--- src/logic/i2c_bus_pkg.sv ---
`default_nettype none

package i2c_bus_pkg;

	// one command moves one byte, or places START or STOP
	typedef enum logic [2:0] {
		CMD_START_WR  = 3'd0,
		CMD_WRITE     = 3'd1,
		CMD_READ_ACK  = 3'd2,
		CMD_READ_NACK = 3'd3,
		CMD_STOP      = 3'd4
	} byte_cmd_t;

	typedef struct packed {
		byte_cmd_t  cmd;
		logic [7:0] data;
	} byte_cmd_s;

	typedef enum logic [1:0] {
		RATE_SLOWEST = 2'd0,
		RATE_SLOW    = 2'd1,
		RATE_FAST    = 2'd2,
		RATE_FASTEST = 2'd3
	} rate_t;

	// log2 of the scl half period in i_clk cycles, indexed by rate_t
	localparam logic [2:0] HALF_PERIOD_LOG [4] = '{3'd7, 3'd6, 3'd5, 3'd4};

endpackage

`default_nettype wire

--- src/logic/adxl_sensor_pkg.sv ---
`default_nettype none

package adxl_sensor_pkg;

	// first register of each burst
	localparam logic [7:0] REG_TEMP2  = 8'h06;
	localparam logic [7:0] REG_XDATA3 = 8'h08;

	localparam int TEMP_BYTES   = 2;
	localparam int ACCEL_BYTES  = 9;
	localparam int TXN_READ_MAX = 9;

	// one register transaction, rd_count unused on writes
	typedef struct packed {
		logic       write;
		logic [7:0] reg_addr;
		logic [7:0] wdata;
		logic [3:0] rd_count;
	} txn_req_s;

	typedef enum logic [1:0] {
		POLL_TEMP  = 2'd0,
		POLL_ACCEL = 2'd1,
		POLL_ALL   = 2'd2
	} poll_mode_t;

	typedef enum logic {
		CPU_WREG = 1'b0,
		CPU_RREG = 1'b1
	} cpu_op_t;

	typedef struct packed {
		logic        [11:0] temp;
		logic signed [19:0] x;
		logic signed [19:0] y;
		logic signed [19:0] z;
	} sample_s;

endpackage

`default_nettype wire

--- src/logic/i2c_bit_engine.sv ---
`default_nettype none

module i2c_bit_engine (
	input  wire                         i_clk,
	input  wire                         i_rst_n,
	input  wire i2c_bus_pkg::rate_t     i_rate,
	input  wire i2c_bus_pkg::byte_cmd_s i_cmd,
	input  wire                         i_cmd_valid,
	input  wire                         i_sda_in,
	input  wire                         i_scl_in,
	output logic                        o_cmd_done,
	output logic                        o_ack,
	output logic [7:0]                  o_rd_byte,
	output logic                        o_sda_low,
	output logic                        o_scl_low
);

	// every bus event lasts four quarter periods
	typedef enum logic [1:0] {
		SEG_IDLE,
		SEG_START,
		SEG_BIT,
		SEG_STOP
	} seg_t;

	seg_t                   seg;
	i2c_bus_pkg::rate_t     rate_q;
	i2c_bus_pkg::byte_cmd_t cmd_q;
	logic [1:0]             qtr;
	logic [3:0]             bit_cnt;
	logic [5:0]             div;
	logic [5:0]             div_max;
	logic [7:0]             shreg;
	logic                   samp;
	logic                   bus_free;
	logic                   stretch;
	logic                   tick;
	logic                   is_read;
	logic                   last_bit;
	logic                   bit_val;

	// quarter period is half of 2^HALF_PERIOD_LOG
	assign div_max = 6'((7'd1 << (i2c_bus_pkg::HALF_PERIOD_LOG[rate_q] - 3'd1)) - 7'd1);

	// slave may hold scl low, wait in the first high quarter
	assign stretch  = (seg != SEG_IDLE) && (qtr == 2'd2) && !i_scl_in;
	assign tick     = (seg != SEG_IDLE) && !stretch && (div == div_max);
	assign is_read  = (cmd_q == i2c_bus_pkg::CMD_READ_ACK) ||
			(cmd_q == i2c_bus_pkg::CMD_READ_NACK);
	assign last_bit = (bit_cnt == 4'd8);

	// ninth bit is the ack slot
	assign bit_val = last_bit ? (cmd_q == i2c_bus_pkg::CMD_READ_ACK) : (!is_read && !shreg[7]);

	always_ff @(posedge i_clk or negedge i_rst_n) begin
		if (!i_rst_n) begin
			seg        <= SEG_IDLE;
			rate_q     <= i2c_bus_pkg::RATE_SLOWEST;
			cmd_q      <= i2c_bus_pkg::CMD_STOP;
			qtr        <= 2'd0;
			bit_cnt    <= 4'd0;
			div        <= 6'd0;
			bus_free   <= 1'b1;
			o_cmd_done <= 1'b0;
			o_ack      <= 1'b0;
		end else begin
			o_cmd_done <= 1'b0;
			if (seg == SEG_IDLE) begin
				div     <= 6'd0;
				qtr     <= 2'd0;
				bit_cnt <= 4'd0;
				rate_q  <= i_rate;
				if (i_cmd_valid) begin
					cmd_q <= i_cmd.cmd;
					case (i_cmd.cmd)
						i2c_bus_pkg::CMD_START_WR: seg <= SEG_START;
						i2c_bus_pkg::CMD_STOP:     seg <= SEG_STOP;
						default:                   seg <= SEG_BIT;
					endcase
				end
			end else if (!stretch) begin
				div <= tick ? 6'd0 : div + 6'd1;
				if (tick) begin
					qtr <= qtr + 2'd1;
					if (qtr == 2'd3) begin
						case (seg)
							SEG_START: begin
								seg      <= SEG_BIT;
								bus_free <= 1'b0;
							end
							SEG_STOP: begin
								seg        <= SEG_IDLE;
								bus_free   <= 1'b1;
								o_cmd_done <= 1'b1;
							end
							default: begin
								bit_cnt <= bit_cnt + 4'd1;
								if (last_bit) begin
									seg        <= SEG_IDLE;
									o_cmd_done <= 1'b1;
									o_ack      <= !samp;
								end
							end
						endcase
					end
				end
			end
		end
	end

	// sample at mid-high, shift once scl is back low
	always_ff @(posedge i_clk) begin
		if (seg == SEG_IDLE && i_cmd_valid)
			shreg <= i_cmd.data;
		if (seg == SEG_BIT && tick && qtr == 2'd2)
			samp <= i_sda_in;
		if (seg == SEG_BIT && tick && qtr == 2'd3) begin
			if (last_bit)
				o_rd_byte <= shreg;
			else
				shreg <= {shreg[6:0], samp};
		end
	end

	// pin drive, sda only moves from the second quarter while scl is low
	always_ff @(posedge i_clk or negedge i_rst_n) begin
		if (!i_rst_n) begin
			o_scl_low <= 1'b0;
			o_sda_low <= 1'b0;
		end else begin
			case (seg)
				SEG_START: begin
					o_scl_low <= (qtr == 2'd3);
					o_sda_low <= (qtr != 2'd0);
				end
				SEG_BIT: begin
					o_scl_low <= !qtr[1];
					if (qtr != 2'd0)
						o_sda_low <= bit_val;
				end
				SEG_STOP: begin
					o_scl_low <= !qtr[1];
					if (qtr != 2'd0)
						o_sda_low <= (qtr != 2'd3);
				end
				default: o_scl_low <= !bus_free;
			endcase
		end
	end

endmodule

`default_nettype wire

--- src/logic/i2c_txn_ctrl.sv ---
`default_nettype none

module i2c_txn_ctrl #(
	parameter logic [6:0] DEV_ADDR = 7'h1D
) (
	input  wire                                          i_clk,
	input  wire                                          i_rst_n,
	input  wire                                          i_start,
	input  wire adxl_sensor_pkg::txn_req_s               i_txn,
	input  wire                                          i_cmd_done,
	input  wire                                          i_ack,
	input  wire [7:0]                                    i_rd_byte,
	output i2c_bus_pkg::byte_cmd_s                       o_cmd,
	output logic                                         o_cmd_valid,
	output logic                                         o_done,
	output logic                                         o_nack,
	output logic [adxl_sensor_pkg::TXN_READ_MAX-1:0][7:0] o_rd_bytes
);

	typedef enum logic [2:0] {
		PH_IDLE,
		PH_ADDR_W,
		PH_REG,
		PH_WDATA,
		PH_STOP_MID,
		PH_ADDR_R,
		PH_READ,
		PH_STOP
	} phase_t;

	phase_t                    phase;
	adxl_sensor_pkg::txn_req_s txn_q;
	logic [3:0]                rd_idx;

	function automatic i2c_bus_pkg::byte_cmd_s mk_cmd(input i2c_bus_pkg::byte_cmd_t c,
			input logic [7:0] d);
		i2c_bus_pkg::byte_cmd_s bc;
		bc.cmd  = c;
		bc.data = d;
		return bc;
	endfunction

	// nack goes out on the last byte only
	function automatic i2c_bus_pkg::byte_cmd_t rd_kind(input logic [3:0] idx);
		return (idx + 4'd1 == txn_q.rd_count) ? i2c_bus_pkg::CMD_READ_NACK :
				i2c_bus_pkg::CMD_READ_ACK;
	endfunction

	always_ff @(posedge i_clk or negedge i_rst_n) begin
		if (!i_rst_n) begin
			phase       <= PH_IDLE;
			o_cmd       <= '0;
			o_cmd_valid <= 1'b0;
			o_done      <= 1'b0;
			o_nack      <= 1'b0;
			rd_idx      <= 4'd0;
		end else begin
			o_cmd_valid <= 1'b0;
			o_done      <= 1'b0;
			case (phase)
				PH_IDLE: begin
					if (i_start) begin
						o_nack      <= 1'b0;
						o_cmd       <= mk_cmd(i2c_bus_pkg::CMD_START_WR, {DEV_ADDR, 1'b0});
						o_cmd_valid <= 1'b1;
						phase       <= PH_ADDR_W;
					end
				end
				PH_STOP: begin
					if (i_cmd_done) begin
						o_done <= 1'b1;
						phase  <= PH_IDLE;
					end
				end
				default: begin
					if (i_cmd_done) begin
						o_cmd_valid <= 1'b1;
						// any unacked address or written byte aborts
						if (phase != PH_READ && phase != PH_STOP_MID && !i_ack) begin
							o_nack <= 1'b1;
							o_cmd  <= mk_cmd(i2c_bus_pkg::CMD_STOP, 8'h00);
							phase  <= PH_STOP;
						end else begin
							case (phase)
								PH_ADDR_W: begin
									o_cmd <= mk_cmd(i2c_bus_pkg::CMD_WRITE, txn_q.reg_addr);
									phase <= PH_REG;
								end
								PH_REG: begin
									if (txn_q.write) begin
										o_cmd <= mk_cmd(i2c_bus_pkg::CMD_WRITE, txn_q.wdata);
										phase <= PH_WDATA;
									end else begin
										o_cmd <= mk_cmd(i2c_bus_pkg::CMD_STOP, 8'h00);
										phase <= PH_STOP_MID;
									end
								end
								PH_WDATA: begin
									o_cmd <= mk_cmd(i2c_bus_pkg::CMD_STOP, 8'h00);
									phase <= PH_STOP;
								end
								PH_STOP_MID: begin
									o_cmd <= mk_cmd(i2c_bus_pkg::CMD_START_WR, {DEV_ADDR, 1'b1});
									phase <= PH_ADDR_R;
								end
								PH_ADDR_R: begin
									rd_idx <= 4'd0;
									o_cmd  <= mk_cmd(rd_kind(4'd0), 8'hff);
									phase  <= PH_READ;
								end
								PH_READ: begin
									if (rd_idx + 4'd1 == txn_q.rd_count) begin
										o_cmd <= mk_cmd(i2c_bus_pkg::CMD_STOP, 8'h00);
										phase <= PH_STOP;
									end else begin
										rd_idx <= rd_idx + 4'd1;
										o_cmd  <= mk_cmd(rd_kind(rd_idx + 4'd1), 8'hff);
									end
								end
								default: phase <= PH_IDLE;
							endcase
						end
					end
				end
			endcase
		end
	end

	always_ff @(posedge i_clk) begin
		if (phase == PH_IDLE && i_start)
			txn_q <= i_txn;
		if (phase == PH_READ && i_cmd_done)
			o_rd_bytes[rd_idx] <= i_rd_byte;
	end

endmodule

`default_nettype wire

--- src/logic/i2c_bus_arbiter.sv ---
`default_nettype none

module i2c_bus_arbiter (
	input  wire                            i_clk,
	input  wire                            i_rst_n,
	input  wire                            i_cpu_req,
	input  wire adxl_sensor_pkg::txn_req_s i_cpu_txn,
	input  wire                            i_poll_req,
	input  wire adxl_sensor_pkg::txn_req_s i_poll_txn,
	input  wire                            i_done,
	input  wire                            i_nack,
	output logic                           o_start,
	output adxl_sensor_pkg::txn_req_s      o_txn,
	output logic                           o_cpu_done,
	output logic                           o_cpu_nack,
	output logic                           o_poll_done,
	output logic                           o_poll_nack,
	output logic                           o_busy
);

	typedef enum logic [1:0] {
		GNT_NONE,
		GNT_CPU,
		GNT_POLL
	} grant_t;

	grant_t grant;

	// completions go back to the owner only
	assign o_cpu_done  = i_done && (grant == GNT_CPU);
	assign o_cpu_nack  = i_nack && (grant == GNT_CPU);
	assign o_poll_done = i_done && (grant == GNT_POLL);
	assign o_poll_nack = i_nack && (grant == GNT_POLL);
	assign o_busy      = (grant != GNT_NONE);

	// cpu wins a tie
	always_ff @(posedge i_clk or negedge i_rst_n) begin
		if (!i_rst_n) begin
			grant   <= GNT_NONE;
			o_start <= 1'b0;
		end else begin
			o_start <= 1'b0;
			if (grant == GNT_NONE) begin
				if (i_cpu_req) begin
					grant   <= GNT_CPU;
					o_start <= 1'b1;
				end else if (i_poll_req) begin
					grant   <= GNT_POLL;
					o_start <= 1'b1;
				end
			end else if (i_done) begin
				grant <= GNT_NONE;
			end
		end
	end

	always_ff @(posedge i_clk) begin
		if (grant == GNT_NONE)
			o_txn <= i_cpu_req ? i_cpu_txn : i_poll_txn;
	end

endmodule

`default_nettype wire

--- src/logic/cpu_reg_access.sv ---
`default_nettype none

module cpu_reg_access (
	input  wire                           i_clk,
	input  wire                           i_rst_n,
	input  wire                           i_cpu_req,
	input  wire adxl_sensor_pkg::cpu_op_t i_cpu_op,
	input  wire [7:0]                     i_cpu_reg,
	input  wire [7:0]                     i_cpu_wdata,
	input  wire                           i_done,
	input  wire                           i_nack,
	input  wire [7:0]                     i_rd_byte,
	output logic                          o_req,
	output adxl_sensor_pkg::txn_req_s     o_txn,
	output logic [7:0]                    o_cpu_rdata,
	output logic                          o_cpu_done
);

	// rearmed once the request level drops
	logic armed;

	always_ff @(posedge i_clk or negedge i_rst_n) begin
		if (!i_rst_n) begin
			armed       <= 1'b1;
			o_req       <= 1'b0;
			o_txn       <= '0;
			o_cpu_rdata <= 8'h00;
			o_cpu_done  <= 1'b0;
		end else begin
			o_cpu_done <= 1'b0;
			if (!i_cpu_req)
				armed <= 1'b1;
			if (!o_req && i_cpu_req && armed) begin
				armed          <= 1'b0;
				o_req          <= 1'b1;
				o_txn.write    <= (i_cpu_op == adxl_sensor_pkg::CPU_WREG);
				o_txn.reg_addr <= i_cpu_reg;
				o_txn.wdata    <= i_cpu_wdata;
				o_txn.rd_count <= (i_cpu_op == adxl_sensor_pkg::CPU_WREG) ? 4'd0 : 4'd1;
			end else if (o_req && i_done) begin
				o_req      <= 1'b0;
				o_cpu_done <= 1'b1;
				// a failed read leaves the last good byte
				if (!o_txn.write && !i_nack)
					o_cpu_rdata <= i_rd_byte;
			end
		end
	end

endmodule

`default_nettype wire

--- src/logic/sample_poller.sv ---
`default_nettype none

module sample_poller (
	input  wire                                           i_clk,
	input  wire                                           i_rst_n,
	input  wire                                           i_drdy,
	input  wire adxl_sensor_pkg::poll_mode_t              i_poll_mode,
	input  wire                                           i_done,
	input  wire                                           i_nack,
	input  wire [adxl_sensor_pkg::TXN_READ_MAX-1:0][7:0]  i_rd_bytes,
	output logic                                          o_req,
	output adxl_sensor_pkg::txn_req_s                     o_txn,
	output adxl_sensor_pkg::sample_s                      o_sample,
	output logic                                          o_sample_valid
);

	typedef enum logic [1:0] {
		PS_IDLE,
		PS_TEMP,
		PS_ACCEL
	} poll_state_t;

	poll_state_t                 state;
	adxl_sensor_pkg::poll_mode_t mode_q;

	function automatic adxl_sensor_pkg::txn_req_s rd_txn(input logic [7:0] addr,
			input logic [3:0] n);
		adxl_sensor_pkg::txn_req_s t;
		t.write    = 1'b0;
		t.reg_addr = addr;
		t.wdata    = 8'h00;
		t.rd_count = n;
		return t;
	endfunction

	// high byte, middle byte, top nibble of low byte
	function automatic logic signed [19:0] axis(input logic [7:0] hi, input logic [7:0] mid,
			input logic [7:0] lo);
		return {hi, mid, lo[7:4]};
	endfunction

	always_ff @(posedge i_clk or negedge i_rst_n) begin
		if (!i_rst_n) begin
			state          <= PS_IDLE;
			mode_q         <= adxl_sensor_pkg::POLL_ALL;
			o_req          <= 1'b0;
			o_txn          <= '0;
			o_sample       <= '0;
			o_sample_valid <= 1'b0;
		end else begin
			o_sample_valid <= 1'b0;
			case (state)
				PS_IDLE: begin
					if (i_drdy) begin
						mode_q <= i_poll_mode;
						o_req  <= 1'b1;
						if (i_poll_mode == adxl_sensor_pkg::POLL_ACCEL) begin
							state <= PS_ACCEL;
							o_txn <= rd_txn(adxl_sensor_pkg::REG_XDATA3,
									4'(adxl_sensor_pkg::ACCEL_BYTES));
						end else begin
							state <= PS_TEMP;
							o_txn <= rd_txn(adxl_sensor_pkg::REG_TEMP2,
									4'(adxl_sensor_pkg::TEMP_BYTES));
						end
					end
				end
				PS_TEMP: begin
					if (i_done) begin
						if (i_nack) begin
							o_req <= 1'b0;
							state <= PS_IDLE;
						end else begin
							o_sample.temp <= {i_rd_bytes[0][3:0], i_rd_bytes[1]};
							// request stays up, only the transaction changes
							if (mode_q == adxl_sensor_pkg::POLL_ALL) begin
								state <= PS_ACCEL;
								o_txn <= rd_txn(adxl_sensor_pkg::REG_XDATA3,
										4'(adxl_sensor_pkg::ACCEL_BYTES));
							end else begin
								o_req          <= 1'b0;
								o_sample_valid <= 1'b1;
								state          <= PS_IDLE;
							end
						end
					end
				end
				default: begin
					if (i_done) begin
						o_req <= 1'b0;
						state <= PS_IDLE;
						if (!i_nack) begin
							o_sample.x     <= axis(i_rd_bytes[0], i_rd_bytes[1], i_rd_bytes[2]);
							o_sample.y     <= axis(i_rd_bytes[3], i_rd_bytes[4], i_rd_bytes[5]);
							o_sample.z     <= axis(i_rd_bytes[6], i_rd_bytes[7], i_rd_bytes[8]);
							o_sample_valid <= 1'b1;
						end
					end
				end
			endcase
		end
	end

endmodule

`default_nettype wire

--- src/logic/adxl_i2c_top.sv ---
`default_nettype none

module adxl_i2c_top #(
	parameter logic [6:0] DEV_ADDR = 7'h1D
) (
	input  wire                              i_clk,
	input  wire                              i_rst_n,
	input  wire i2c_bus_pkg::rate_t          i_rate,
	input  wire                              i_cpu_req,
	input  wire adxl_sensor_pkg::cpu_op_t    i_cpu_op,
	input  wire [7:0]                        i_cpu_reg,
	input  wire [7:0]                        i_cpu_wdata,
	input  wire                              i_drdy,
	input  wire adxl_sensor_pkg::poll_mode_t i_poll_mode,
	input  wire                              i_sda_in,
	input  wire                              i_scl_in,
	output wire [7:0]                        o_cpu_rdata,
	output wire                              o_cpu_done,
	output wire adxl_sensor_pkg::sample_s    o_sample,
	output wire                              o_sample_valid,
	output wire                              o_nack,
	output wire                              o_busy,
	output wire                              o_sda_low,
	output wire                              o_scl_low
);

	logic                                          cpu_req;
	adxl_sensor_pkg::txn_req_s                     cpu_txn;
	logic                                          cpu_done;
	logic                                          cpu_nack;
	logic                                          poll_req;
	adxl_sensor_pkg::txn_req_s                     poll_txn;
	logic                                          poll_done;
	logic                                          poll_nack;
	logic                                          txn_start;
	adxl_sensor_pkg::txn_req_s                     txn;
	logic                                          txn_done;
	logic [adxl_sensor_pkg::TXN_READ_MAX-1:0][7:0] rd_bytes;
	i2c_bus_pkg::byte_cmd_s                        cmd;
	logic                                          cmd_valid;
	logic                                          cmd_done;
	logic                                          cmd_ack;
	logic [7:0]                                    cmd_rd_byte;

	cpu_reg_access u_cpu (
		.i_clk       (i_clk),
		.i_rst_n     (i_rst_n),
		.i_cpu_req   (i_cpu_req),
		.i_cpu_op    (i_cpu_op),
		.i_cpu_reg   (i_cpu_reg),
		.i_cpu_wdata (i_cpu_wdata),
		.i_done      (cpu_done),
		.i_nack      (cpu_nack),
		.i_rd_byte   (rd_bytes[0]),
		.o_req       (cpu_req),
		.o_txn       (cpu_txn),
		.o_cpu_rdata (o_cpu_rdata),
		.o_cpu_done  (o_cpu_done)
	);

	sample_poller u_poller (
		.i_clk          (i_clk),
		.i_rst_n        (i_rst_n),
		.i_drdy         (i_drdy),
		.i_poll_mode    (i_poll_mode),
		.i_done         (poll_done),
		.i_nack         (poll_nack),
		.i_rd_bytes     (rd_bytes),
		.o_req          (poll_req),
		.o_txn          (poll_txn),
		.o_sample       (o_sample),
		.o_sample_valid (o_sample_valid)
	);

	i2c_bus_arbiter u_arb (
		.i_clk       (i_clk),
		.i_rst_n     (i_rst_n),
		.i_cpu_req   (cpu_req),
		.i_cpu_txn   (cpu_txn),
		.i_poll_req  (poll_req),
		.i_poll_txn  (poll_txn),
		.i_done      (txn_done),
		.i_nack      (o_nack),
		.o_start     (txn_start),
		.o_txn       (txn),
		.o_cpu_done  (cpu_done),
		.o_cpu_nack  (cpu_nack),
		.o_poll_done (poll_done),
		.o_poll_nack (poll_nack),
		.o_busy      (o_busy)
	);

	i2c_txn_ctrl #(
		.DEV_ADDR (DEV_ADDR)
	) u_txn (
		.i_clk       (i_clk),
		.i_rst_n     (i_rst_n),
		.i_start     (txn_start),
		.i_txn       (txn),
		.i_cmd_done  (cmd_done),
		.i_ack       (cmd_ack),
		.i_rd_byte   (cmd_rd_byte),
		.o_cmd       (cmd),
		.o_cmd_valid (cmd_valid),
		.o_done      (txn_done),
		.o_nack      (o_nack),
		.o_rd_bytes  (rd_bytes)
	);

	i2c_bit_engine u_bit (
		.i_clk       (i_clk),
		.i_rst_n     (i_rst_n),
		.i_rate      (i_rate),
		.i_cmd       (cmd),
		.i_cmd_valid (cmd_valid),
		.i_sda_in    (i_sda_in),
		.i_scl_in    (i_scl_in),
		.o_cmd_done  (cmd_done),
		.o_ack       (cmd_ack),
		.o_rd_byte   (cmd_rd_byte),
		.o_sda_low   (o_sda_low),
		.o_scl_low   (o_scl_low)
	);

endmodule

`default_nettype wire

--- config.mk ---
export PLATFORM = sky130hd
export DESIGN_NAME = adxl_i2c_top
export DESIGN_NICKNAME = d
export VERILOG_FILES = /design/src/logic/i2c_bus_pkg.sv /design/src/logic/adxl_sensor_pkg.sv /design/src/logic/i2c_bit_engine.sv /design/src/logic/i2c_txn_ctrl.sv /design/src/logic/i2c_bus_arbiter.sv /design/src/logic/cpu_reg_access.sv /design/src/logic/sample_poller.sv /design/src/logic/adxl_i2c_top.sv
export SDC_FILE = /design/constraint.sdc
export NUM_CORES = 1
export LEC_CHECK = 0
export CAP_MARGIN = 20
export CORE_ASPECT_RATIO = 0.7
export CORE_MARGIN = 2
export CORE_UTILIZATION = 40
export DETAILED_ROUTE_END_ITERATION = 10
export DONT_BUFFER_PORTS = 1
export GPL_TIMING_DRIVEN = 1
export PLACE_DENSITY = 0.61
export REMOVE_ABC_BUFFERS = 1
export SKIP_LAST_GASP = 1
export SLEW_MARGIN = 20
export SYNTH_ARGS = -nofsm -noshare
export SYNTH_HDL_FRONTEND = slang
export SYNTH_SLANG_ARGS = --single-unit
export TNS_END_PERCENT = 1
--- constraint.sdc ---
create_clock -name i_clk -period 3.9 [get_ports i_clk]
set_input_delay 0.78 -clock i_clk [delete_from_list [all_inputs] [get_ports i_clk]]
set_output_delay 0.78 -clock i_clk [all_outputs]
set_load 0.03 [all_outputs]
# After elaboration in Yosys (flattened, before gate mapping)
# Index checks and enable logic that the tools add are counted.
[word_totals] reg_bits=310 inputBits=27 output_inout_bits=86 elab_cells=312
[op_classes] add_sub_neg=7 magnitude_cmp=3 eq_ne=44 shift=1 mux=107 n_bitwise=11 reduce_logical=79
[ops] operator="two-way mux 21 bit" n=5
[ops] operator="bitwise mux 72 bit" n=1
[ops] operator="one-hot mux 11 bit (6 select lines)" n=1
[ops] operator="two-way mux 11 bit" n=5
[ops] operator="one-hot mux 21 bit (2 select lines)" n=1
[ops] operator="two-way mux 2 bit" n=19
[ops] operator="two-way mux 1 bit" n=36
[ops] operator="demux 8 bit (select 4 bit)" n=1
[ops] operator="two-way mux 8 bit" n=4
[ops] operator="nonzero test 2 bit" n=13
[ops] operator="two-way mux 3 bit" n=8
[ops] operator="two-way mux 4 bit" n=6
[ops] operator="logical AND 1 bit" n=22
[ops] operator="one-hot mux 11 bit (2 select lines)" n=1
[ops] operator="AND reduction 4 bit" n=5
[ops] operator="AND reduction 5 bit" n=4
[ops] operator="two-way mux 6 bit" n=3
[ops] operator="inequality test 2 bit (second input constant)" n=9
[ops] operator="one-hot mux 3 bit (6 select lines)" n=1
[ops] operator="two-way mux 16 bit" n=1
[ops] operator="== test 3 bit (second input constant)" n=5
[ops] operator="AND reduction 3 bit" n=5
[ops] operator="one-hot mux 1 bit (2 select lines)" n=7
[ops] operator="adder 4 x 1 -> 4 bit (second input constant)" n=3
[ops] operator="37 further kinds" n=86

# Depth between registers and ports, before layout
[logic_depth] depth_word=12 ltp_mapped=8 depth_no_buf=7

# Hierarchy
# A second synthesis with hierarchy kept.
[unflattened] cells_unflattened=800 hier_area_um2=11930.2
[by_module_without_submodules] module="i2c_txn_ctrl" instances=1 cells_each=277 area_per_inst_um2=4345.4 seq_area_each_um2=3318.2
[by_module_without_submodules] module="sample_poller" instances=1 cells_each=206 area_per_inst_um2=3235.6 seq_area_each_um2=2003.2
[by_module_without_submodules] module="i2c_bit_engine" instances=1 cells_each=187 area_per_inst_um2=2140.8 seq_area_each_um2=1033.5
[by_module_without_submodules] module="cpu_reg_access" instances=1 cells_each=70 area_per_inst_um2=1173.6 seq_area_each_um2=726.9
[by_module_without_submodules] module="i2c_bus_arbiter" instances=1 cells_each=60 area_per_inst_um2=1034.7 seq_area_each_um2=705.7

# Worst setup path before layout
# Ideal clock, no wire load.
[synth_path] path_kind="reg-to-reg" startpoint="reg u_bit.rate_q[0]" endpoint="reg u_bit.o_rd_byte[0], enable pin" setup_time_ns=0.401 arrival_ns=2.394 required_ns=3.499 path_slack_ns=1.105 stages_incl_launch_ff=7 path_buffers=0 period_less_slack_ns=2.795 path_cell_list="dfrtp_1 > and2b_2 > ha_1 > xor2_1 > and3_1 > o21ai_2 > nor4_1"
[synth_via] elab_chain_len=12
[synth_rtl] item="start: declaration" line="i2c_bit_engine.sv:27" source="i2c_bus_pkg::rate_t rate_q;"
[synth_rtl] item="start signal: assignment" line="i2c_bit_engine.sv:58" source="rate_q <= i2c_bus_pkg::RATE_SLOWEST;"
[synth_rtl] item="start signal: assignment" line="i2c_bit_engine.sv:72" source="rate_q <= i_rate;"
[synth_rtl] item="NOT 2 -> 3 bit (implied by the code)" line="i2c_bit_engine.sv:43" source="assign div_max = 6'((7'd1 << (i2c_bus_pkg::HALF_PERIOD_LOG[rate_q] - 3'd1)) - 7'd1);"
[synth_rtl] item="binary-select mux 3 bit (select 2 bit)" line="i2c_bit_engine.sv:43"
[synth_rtl] item="two-way mux 3 bit (implied by the code) (2 in a row)" line="i2c_bit_engine.sv:43"
[synth_rtl] item="subtractor 3 x 1 -> 3 bit" line="i2c_bit_engine.sv:43"
[synth_rtl] item="<< shifter 1 x 3 -> 6 bit" line="i2c_bit_engine.sv:43"
[synth_rtl] item="subtractor 6 x 1 -> 6 bit" line="i2c_bit_engine.sv:43"
[synth_rtl] item="== test 6 bit" line="i2c_bit_engine.sv:47" source="assign tick = (seg != SEG_IDLE) && !stretch && (div == div_max);"
[synth_rtl] item="logical AND 1 bit" line="i2c_bit_engine.sv:47"
[synth_rtl] item="logical AND 1 bit (2 in a row)" line="i2c_bit_engine.sv:117" source="if (seg == SEG_BIT && tick && qtr == 2'd3) begin"
[synth_rtl] item="AND reduction 2 bit (no source line)"
[synth_rtl] item="end signal: assignment" line="i2c_bit_engine.sv:119" source="o_rd_byte <= shreg;"
[synth_rtl] item="end: declaration" line="i2c_bit_engine.sv:13" source="output logic [7:0] o_rd_byte,"
# No other way between the ends. The select of a mux whose other input is x is not followed.
# A chain may end at the register's enable or synchronous reset.

# Worst setup path after layout
[layout_path] startpoint="reg u_bit.rate_q[0]" endpoint="reg u_bit.shreg[1]"
[layout_via] elab_chain_len=12
[layout_rtl] item="NOT 2 -> 3 bit (implied by the code)" line="i2c_bit_engine.sv:43"
[layout_rtl] item="binary-select mux 3 bit (select 2 bit)" line="i2c_bit_engine.sv:43"
[layout_rtl] item="two-way mux 3 bit (implied by the code) (2 in a row)" line="i2c_bit_engine.sv:43"
[layout_rtl] item="subtractor 3 x 1 -> 3 bit" line="i2c_bit_engine.sv:43"
[layout_rtl] item="<< shifter 1 x 3 -> 6 bit" line="i2c_bit_engine.sv:43"
[layout_rtl] item="subtractor 6 x 1 -> 6 bit" line="i2c_bit_engine.sv:43"
[layout_rtl] item="== test 6 bit" line="i2c_bit_engine.sv:47"
[layout_rtl] item="logical AND 1 bit" line="i2c_bit_engine.sv:47"
[layout_rtl] item="logical AND 1 bit (2 in a row)" line="i2c_bit_engine.sv:117"
[layout_rtl] item="two-way mux 8 bit" line="i2c_bit_engine.sv:117"
[layout_rtl] item="end signal: assignment" line="i2c_bit_engine.sv:114" source="shreg <= i_cmd.data;"
[layout_rtl] item="end signal: assignment" line="i2c_bit_engine.sv:121" source="shreg <= {shreg[6:0], samp};"
[layout_rtl] item="end: declaration" line="i2c_bit_engine.sv:33" source="logic [7:0] shreg;"
# No other way between the ends. The select of a mux whose other input is x is not followed.

==> impl_metrics.csv <==
group,metric,value,unit
pwr,power_density,454.6,nW/um2
detailed_routing,ant_nets,0,
floorplan,dieArea,28490,um2
clock_tree,cts_buffers,26,
setup_path,slowest_delay,580,ps
clock_tree,clk-insertion-delay-late,520,ps
clock_tree,clk_pin_slew_worst_paths,60,ps
clock_tree,cts_tree,"built",
global_routing,grt_max_degree,158,
detailed_routing,drtIter0Drc,437,
setup_path,crit_path_end_kind,"flop",
cells_and_area,fin_area,12070,um2
synth,yosys.area_share.adder,1.498,%
place,hpwlAfterDp,14250,um
synth,synth-async-reset-ratio,57.30,%
setup_path,worstPathArrival,2960,ps
cells_and_area,area_growth,11.21,%
floorplan,die_x,200.9,um
setup_path,startpoint,"u_bit.rate_q[0]",
timing,setup_viol,0,
global_routing,overflow,0,
job,max_cap_viol_count,0,
outcome,outcome,"complete, but fails checks",
place,postPlaceCellArea,11260,um2
pwr,vdd_drop_max,0.0002604,V
clock_tree,htree_levels,1,
outcome,violations,"hold timing",
synth,yosysSeqAreaShare,67.87,%
setup_path,cp.depth,7,
global_routing,antenna_found_initial,2,
timing,fin_hold_ws,-51.46,ps
floorplan,initial_core_util,40.64,%
synth,ys_ff_latch,274,
detailed_routing,via_per_inst,5.175,
timing,drv_slew,0,
timing,period_share,65.47,%
cells_and_area,drive_above_1_share,23.69,%
floorplan,ios,113,
floorplan,dieHeight,141.8,um
synth,synthTopCellsByCount,"dfrtp_1 (153), mux2_2 (122), edfxtp_1 (109), nand2_1 (50), nor2_1 (31)",
synth,synth-simple-area-share,8.783,%
global_routing,grt_pass1_vias,5855,
setup_path,path_buf_inv,0,
timing,fmax,391.7,MHz
synth,synth-edff-count,109,
clock_tree,cts_setup_buffers,0,
setup_path,start_kind,"flop",
min_path,hold_class,"input port to asynchronous set/reset pin",
synth,synth_top_family_by_area,"multiplexers",
setup_path,setup.worst_path.end,"u_bit.shreg[1]",
floorplan,rows,50,
synth,synth_top_cell_by_area,"dfrtp_1",
synth,yosysMostFrequentCell,"dfrtp_1",
timing,skew,10.04,ps
synth,synth.top_cells.by_area,"dfrtp_1 (35%), edfxtp_1 (30%), mux2_2 (13%)",
setup_path,worstRegToRegCells,7,
floorplan,core,26710,um2
setup_path,critical_path_class,"flop to flop",
synth,synth_compound_area_share,5.970,%
pwr,p_leak,5.038,nW
cells_and_area,fin_nets,801,
synth,synthMuxAreaShare,13.02,%
synth,syn_area,10860,um2
synth,yosysTopAreaCellShare,35.27,%
setup_path,r2r_start,"u_bit.rate_q[0]",
setup_path,rrSetupSlack,1350,ps
detailed_routing,drt_first_pass_iters,5,
synth,synth.avg_cell_area,14.36,um2
global_routing,grt_first_pass_wirelength,33900,um
detailed_routing,totalWireLength,21650,um
synth,synth_xor_area_share,1.049,%
synth,synth_cell_types,66,
synth,ys.flop_type,"dfrtp_1",
clock_tree,cts_root_buffer,"clkbuf_16",
setup_path,crit_family,"simple AND/OR/NAND/NOR gates",
place,numPortBuffers,0,
timing,hold_violations,153,
synth,synth_cells,756,
timing,slew_headroom,39.42,%
setup_path,crit_chain,"and2b_2, ha_1, xor2_1, and3_1, o21ai_2, nor4_4, mux2_2",
detailed_routing,drc,0,
place,gp_congestion,0.9011,
setup_path,crit_required,4310,ps
timing,tns,0,ps
setup_path,critPathMaxFanout,8,
global_routing,track_usage,15.17,%
timing,period_needed,2553,ps
timing,worst_pin_slew,905.9,ps
cells_and_area,antenna_cells,0,
timing,grt_setup_unrepaired,"false",
clock_tree,cts_buffer_depth,3,
setup_path,r2r_end,"u_bit.shreg[1]",
detailed_routing,dr_total_vias,5925,
clock_tree,cts_sinks,274,
detailed_routing,wl_per_cell,18.91,um
setup_path,crit_slowest_cell,"nor4_4",
synth,ys.warnings.count,0,
worst register-to-register path, delay by kind of cell, from the launching register on:
kind | cells | cell delay, ps
adder cells (fa/ha/maj) | 1 | 280
multiplexers | 1 | 400
flip-flops | 1 | 420
AND/OR/NAND/NOR | 3 | 1060
XOR/XNOR | 1 | 140
AO/OA/AOI/OAI | 1 | 150
how the worst min path moves through the flow:
| stage | from | cells past startpoint | endpoint | slack (ps) |
|---|---|---|---|---|
| global placement | u_arb.o_txn[0] | 0 | u_txn.txn_q[0] | 410 |
| floorplan | u_arb.o_txn[0] | 0 | u_txn.txn_q[0] | 400 |
| finish | i_rst_n | 0 | u_bit.div[5] | -50 |
| detailed placement | u_arb.o_txn[10] | 0 | u_txn.txn_q[10] | 410 |
| global route | i_rst_n | 0 | u_bit.div[5] | -80 |
| CTS | i_rst_n | 0 | u_bit.div[5] | -70 |
state kept, by name, summed over array words and instances, names as in the netlist, 3 cells and up:
name	cells
u_poller.o_sample	72
u_txn.o_rd_bytes	60
u_arb.o_txn	20
u_txn.txn_q	20
u_cpu.o_txn	18
u_txn.o_cmd	11
u_bit.o_rd_byte	8
u_bit.shreg	8
u_cpu.o_cpu_rdata	8
u_bit.div	6
u_bit.bit_cnt	4
u_txn.rd_idx	4
u_bit.cmd_q	3
u_txn.phase	3
through the flow:
step                      power (W)  worst slack (ps)  utilization, %  std cells
after floorplan            0.003137              1105               -        729
after global placement     0.003145              1420           42.15       1097
after detailed placement   0.003147              1373           42.15       1097
after CTS                  0.005579              1348           45.19       1145
after global routing       0.005706              1177           45.19       1145
final                      0.005488              1347           45.19       1145
power by group:
part	total (W)	internal, W	switching (W)
Clock	0.00240	0.00137	0.00103
Sequential	0.00304	0.00302	0.0000147
Combinational	0.0000542	0.0000373	0.0000169
what timing repair did:
item                                    4_1_cts  5_1_grt
endpoints found under the setup margin        0        0
hold endpoints to repair                    153      153
resized for setup                             0        0
layer usage:
layer / GRT usage [%] / vias up / share of wire (%)
met2: 21.03 / 138 / 41
li1: - / 2758 / -
met5: 0 / - / 0.060
met3: 4.088 / 33 / 6.2
met4: 3.782 / 2 / 2.2
met1: 23.37 / 2994 / 50
cell type report:
| cell class | count | area (um2) |
|---|---|---|
| Sequential cell | 274 | 7367 |
| Tap cell | 364 | 455.4 |
| Clock inverter | 5 | 28.78 |
| Timing Repair Buffer | 4 | 30.03 |
| Inverter | 25 | 93.84 |
| Multi-Input combinational cell | 430 | 3312 |
| Clock buffer | 43 | 785.8 |
| Fill cell | 2391 | 14640 |
cell usage in the layout (no fill, tap or decap), drive strengths merged, types with 3 or more instances in the layout:
cell type	n
nor2	31
o311ai	4
clkinv	6
nor2b	4
inv	24
o21ai	19
nor3b	5
nor4	3
mux2i	4
o22ai	7
a32oi	4
nor3	15
nand2b	6
o31ai	3
buf	4
ha	13
o21a	5
and2	21
dfstp	4
xor2	9
dfrtp	153
o211ai	5
or3	6
xnor2	4
a21oi	23
a31oi	7
or2	3
nand4	3
clkbuf	43
nand3	15
nand3b	3
edfxtp	109
mux2	122
dfxtp	8
nand2	50
and3	8
kinds of logic after synthesis:
| kind of cell | after synthesis |
|---|---|
| flops | 274 |
| simple gates | 182 |
| mux | 126 |
| compound gates | 96 |
| buf+inv | 52 |
| xor+xnor | 13 |
| fa+ha+maj | 13 |
Note: power is estimated with default switching activity, not from simulation.
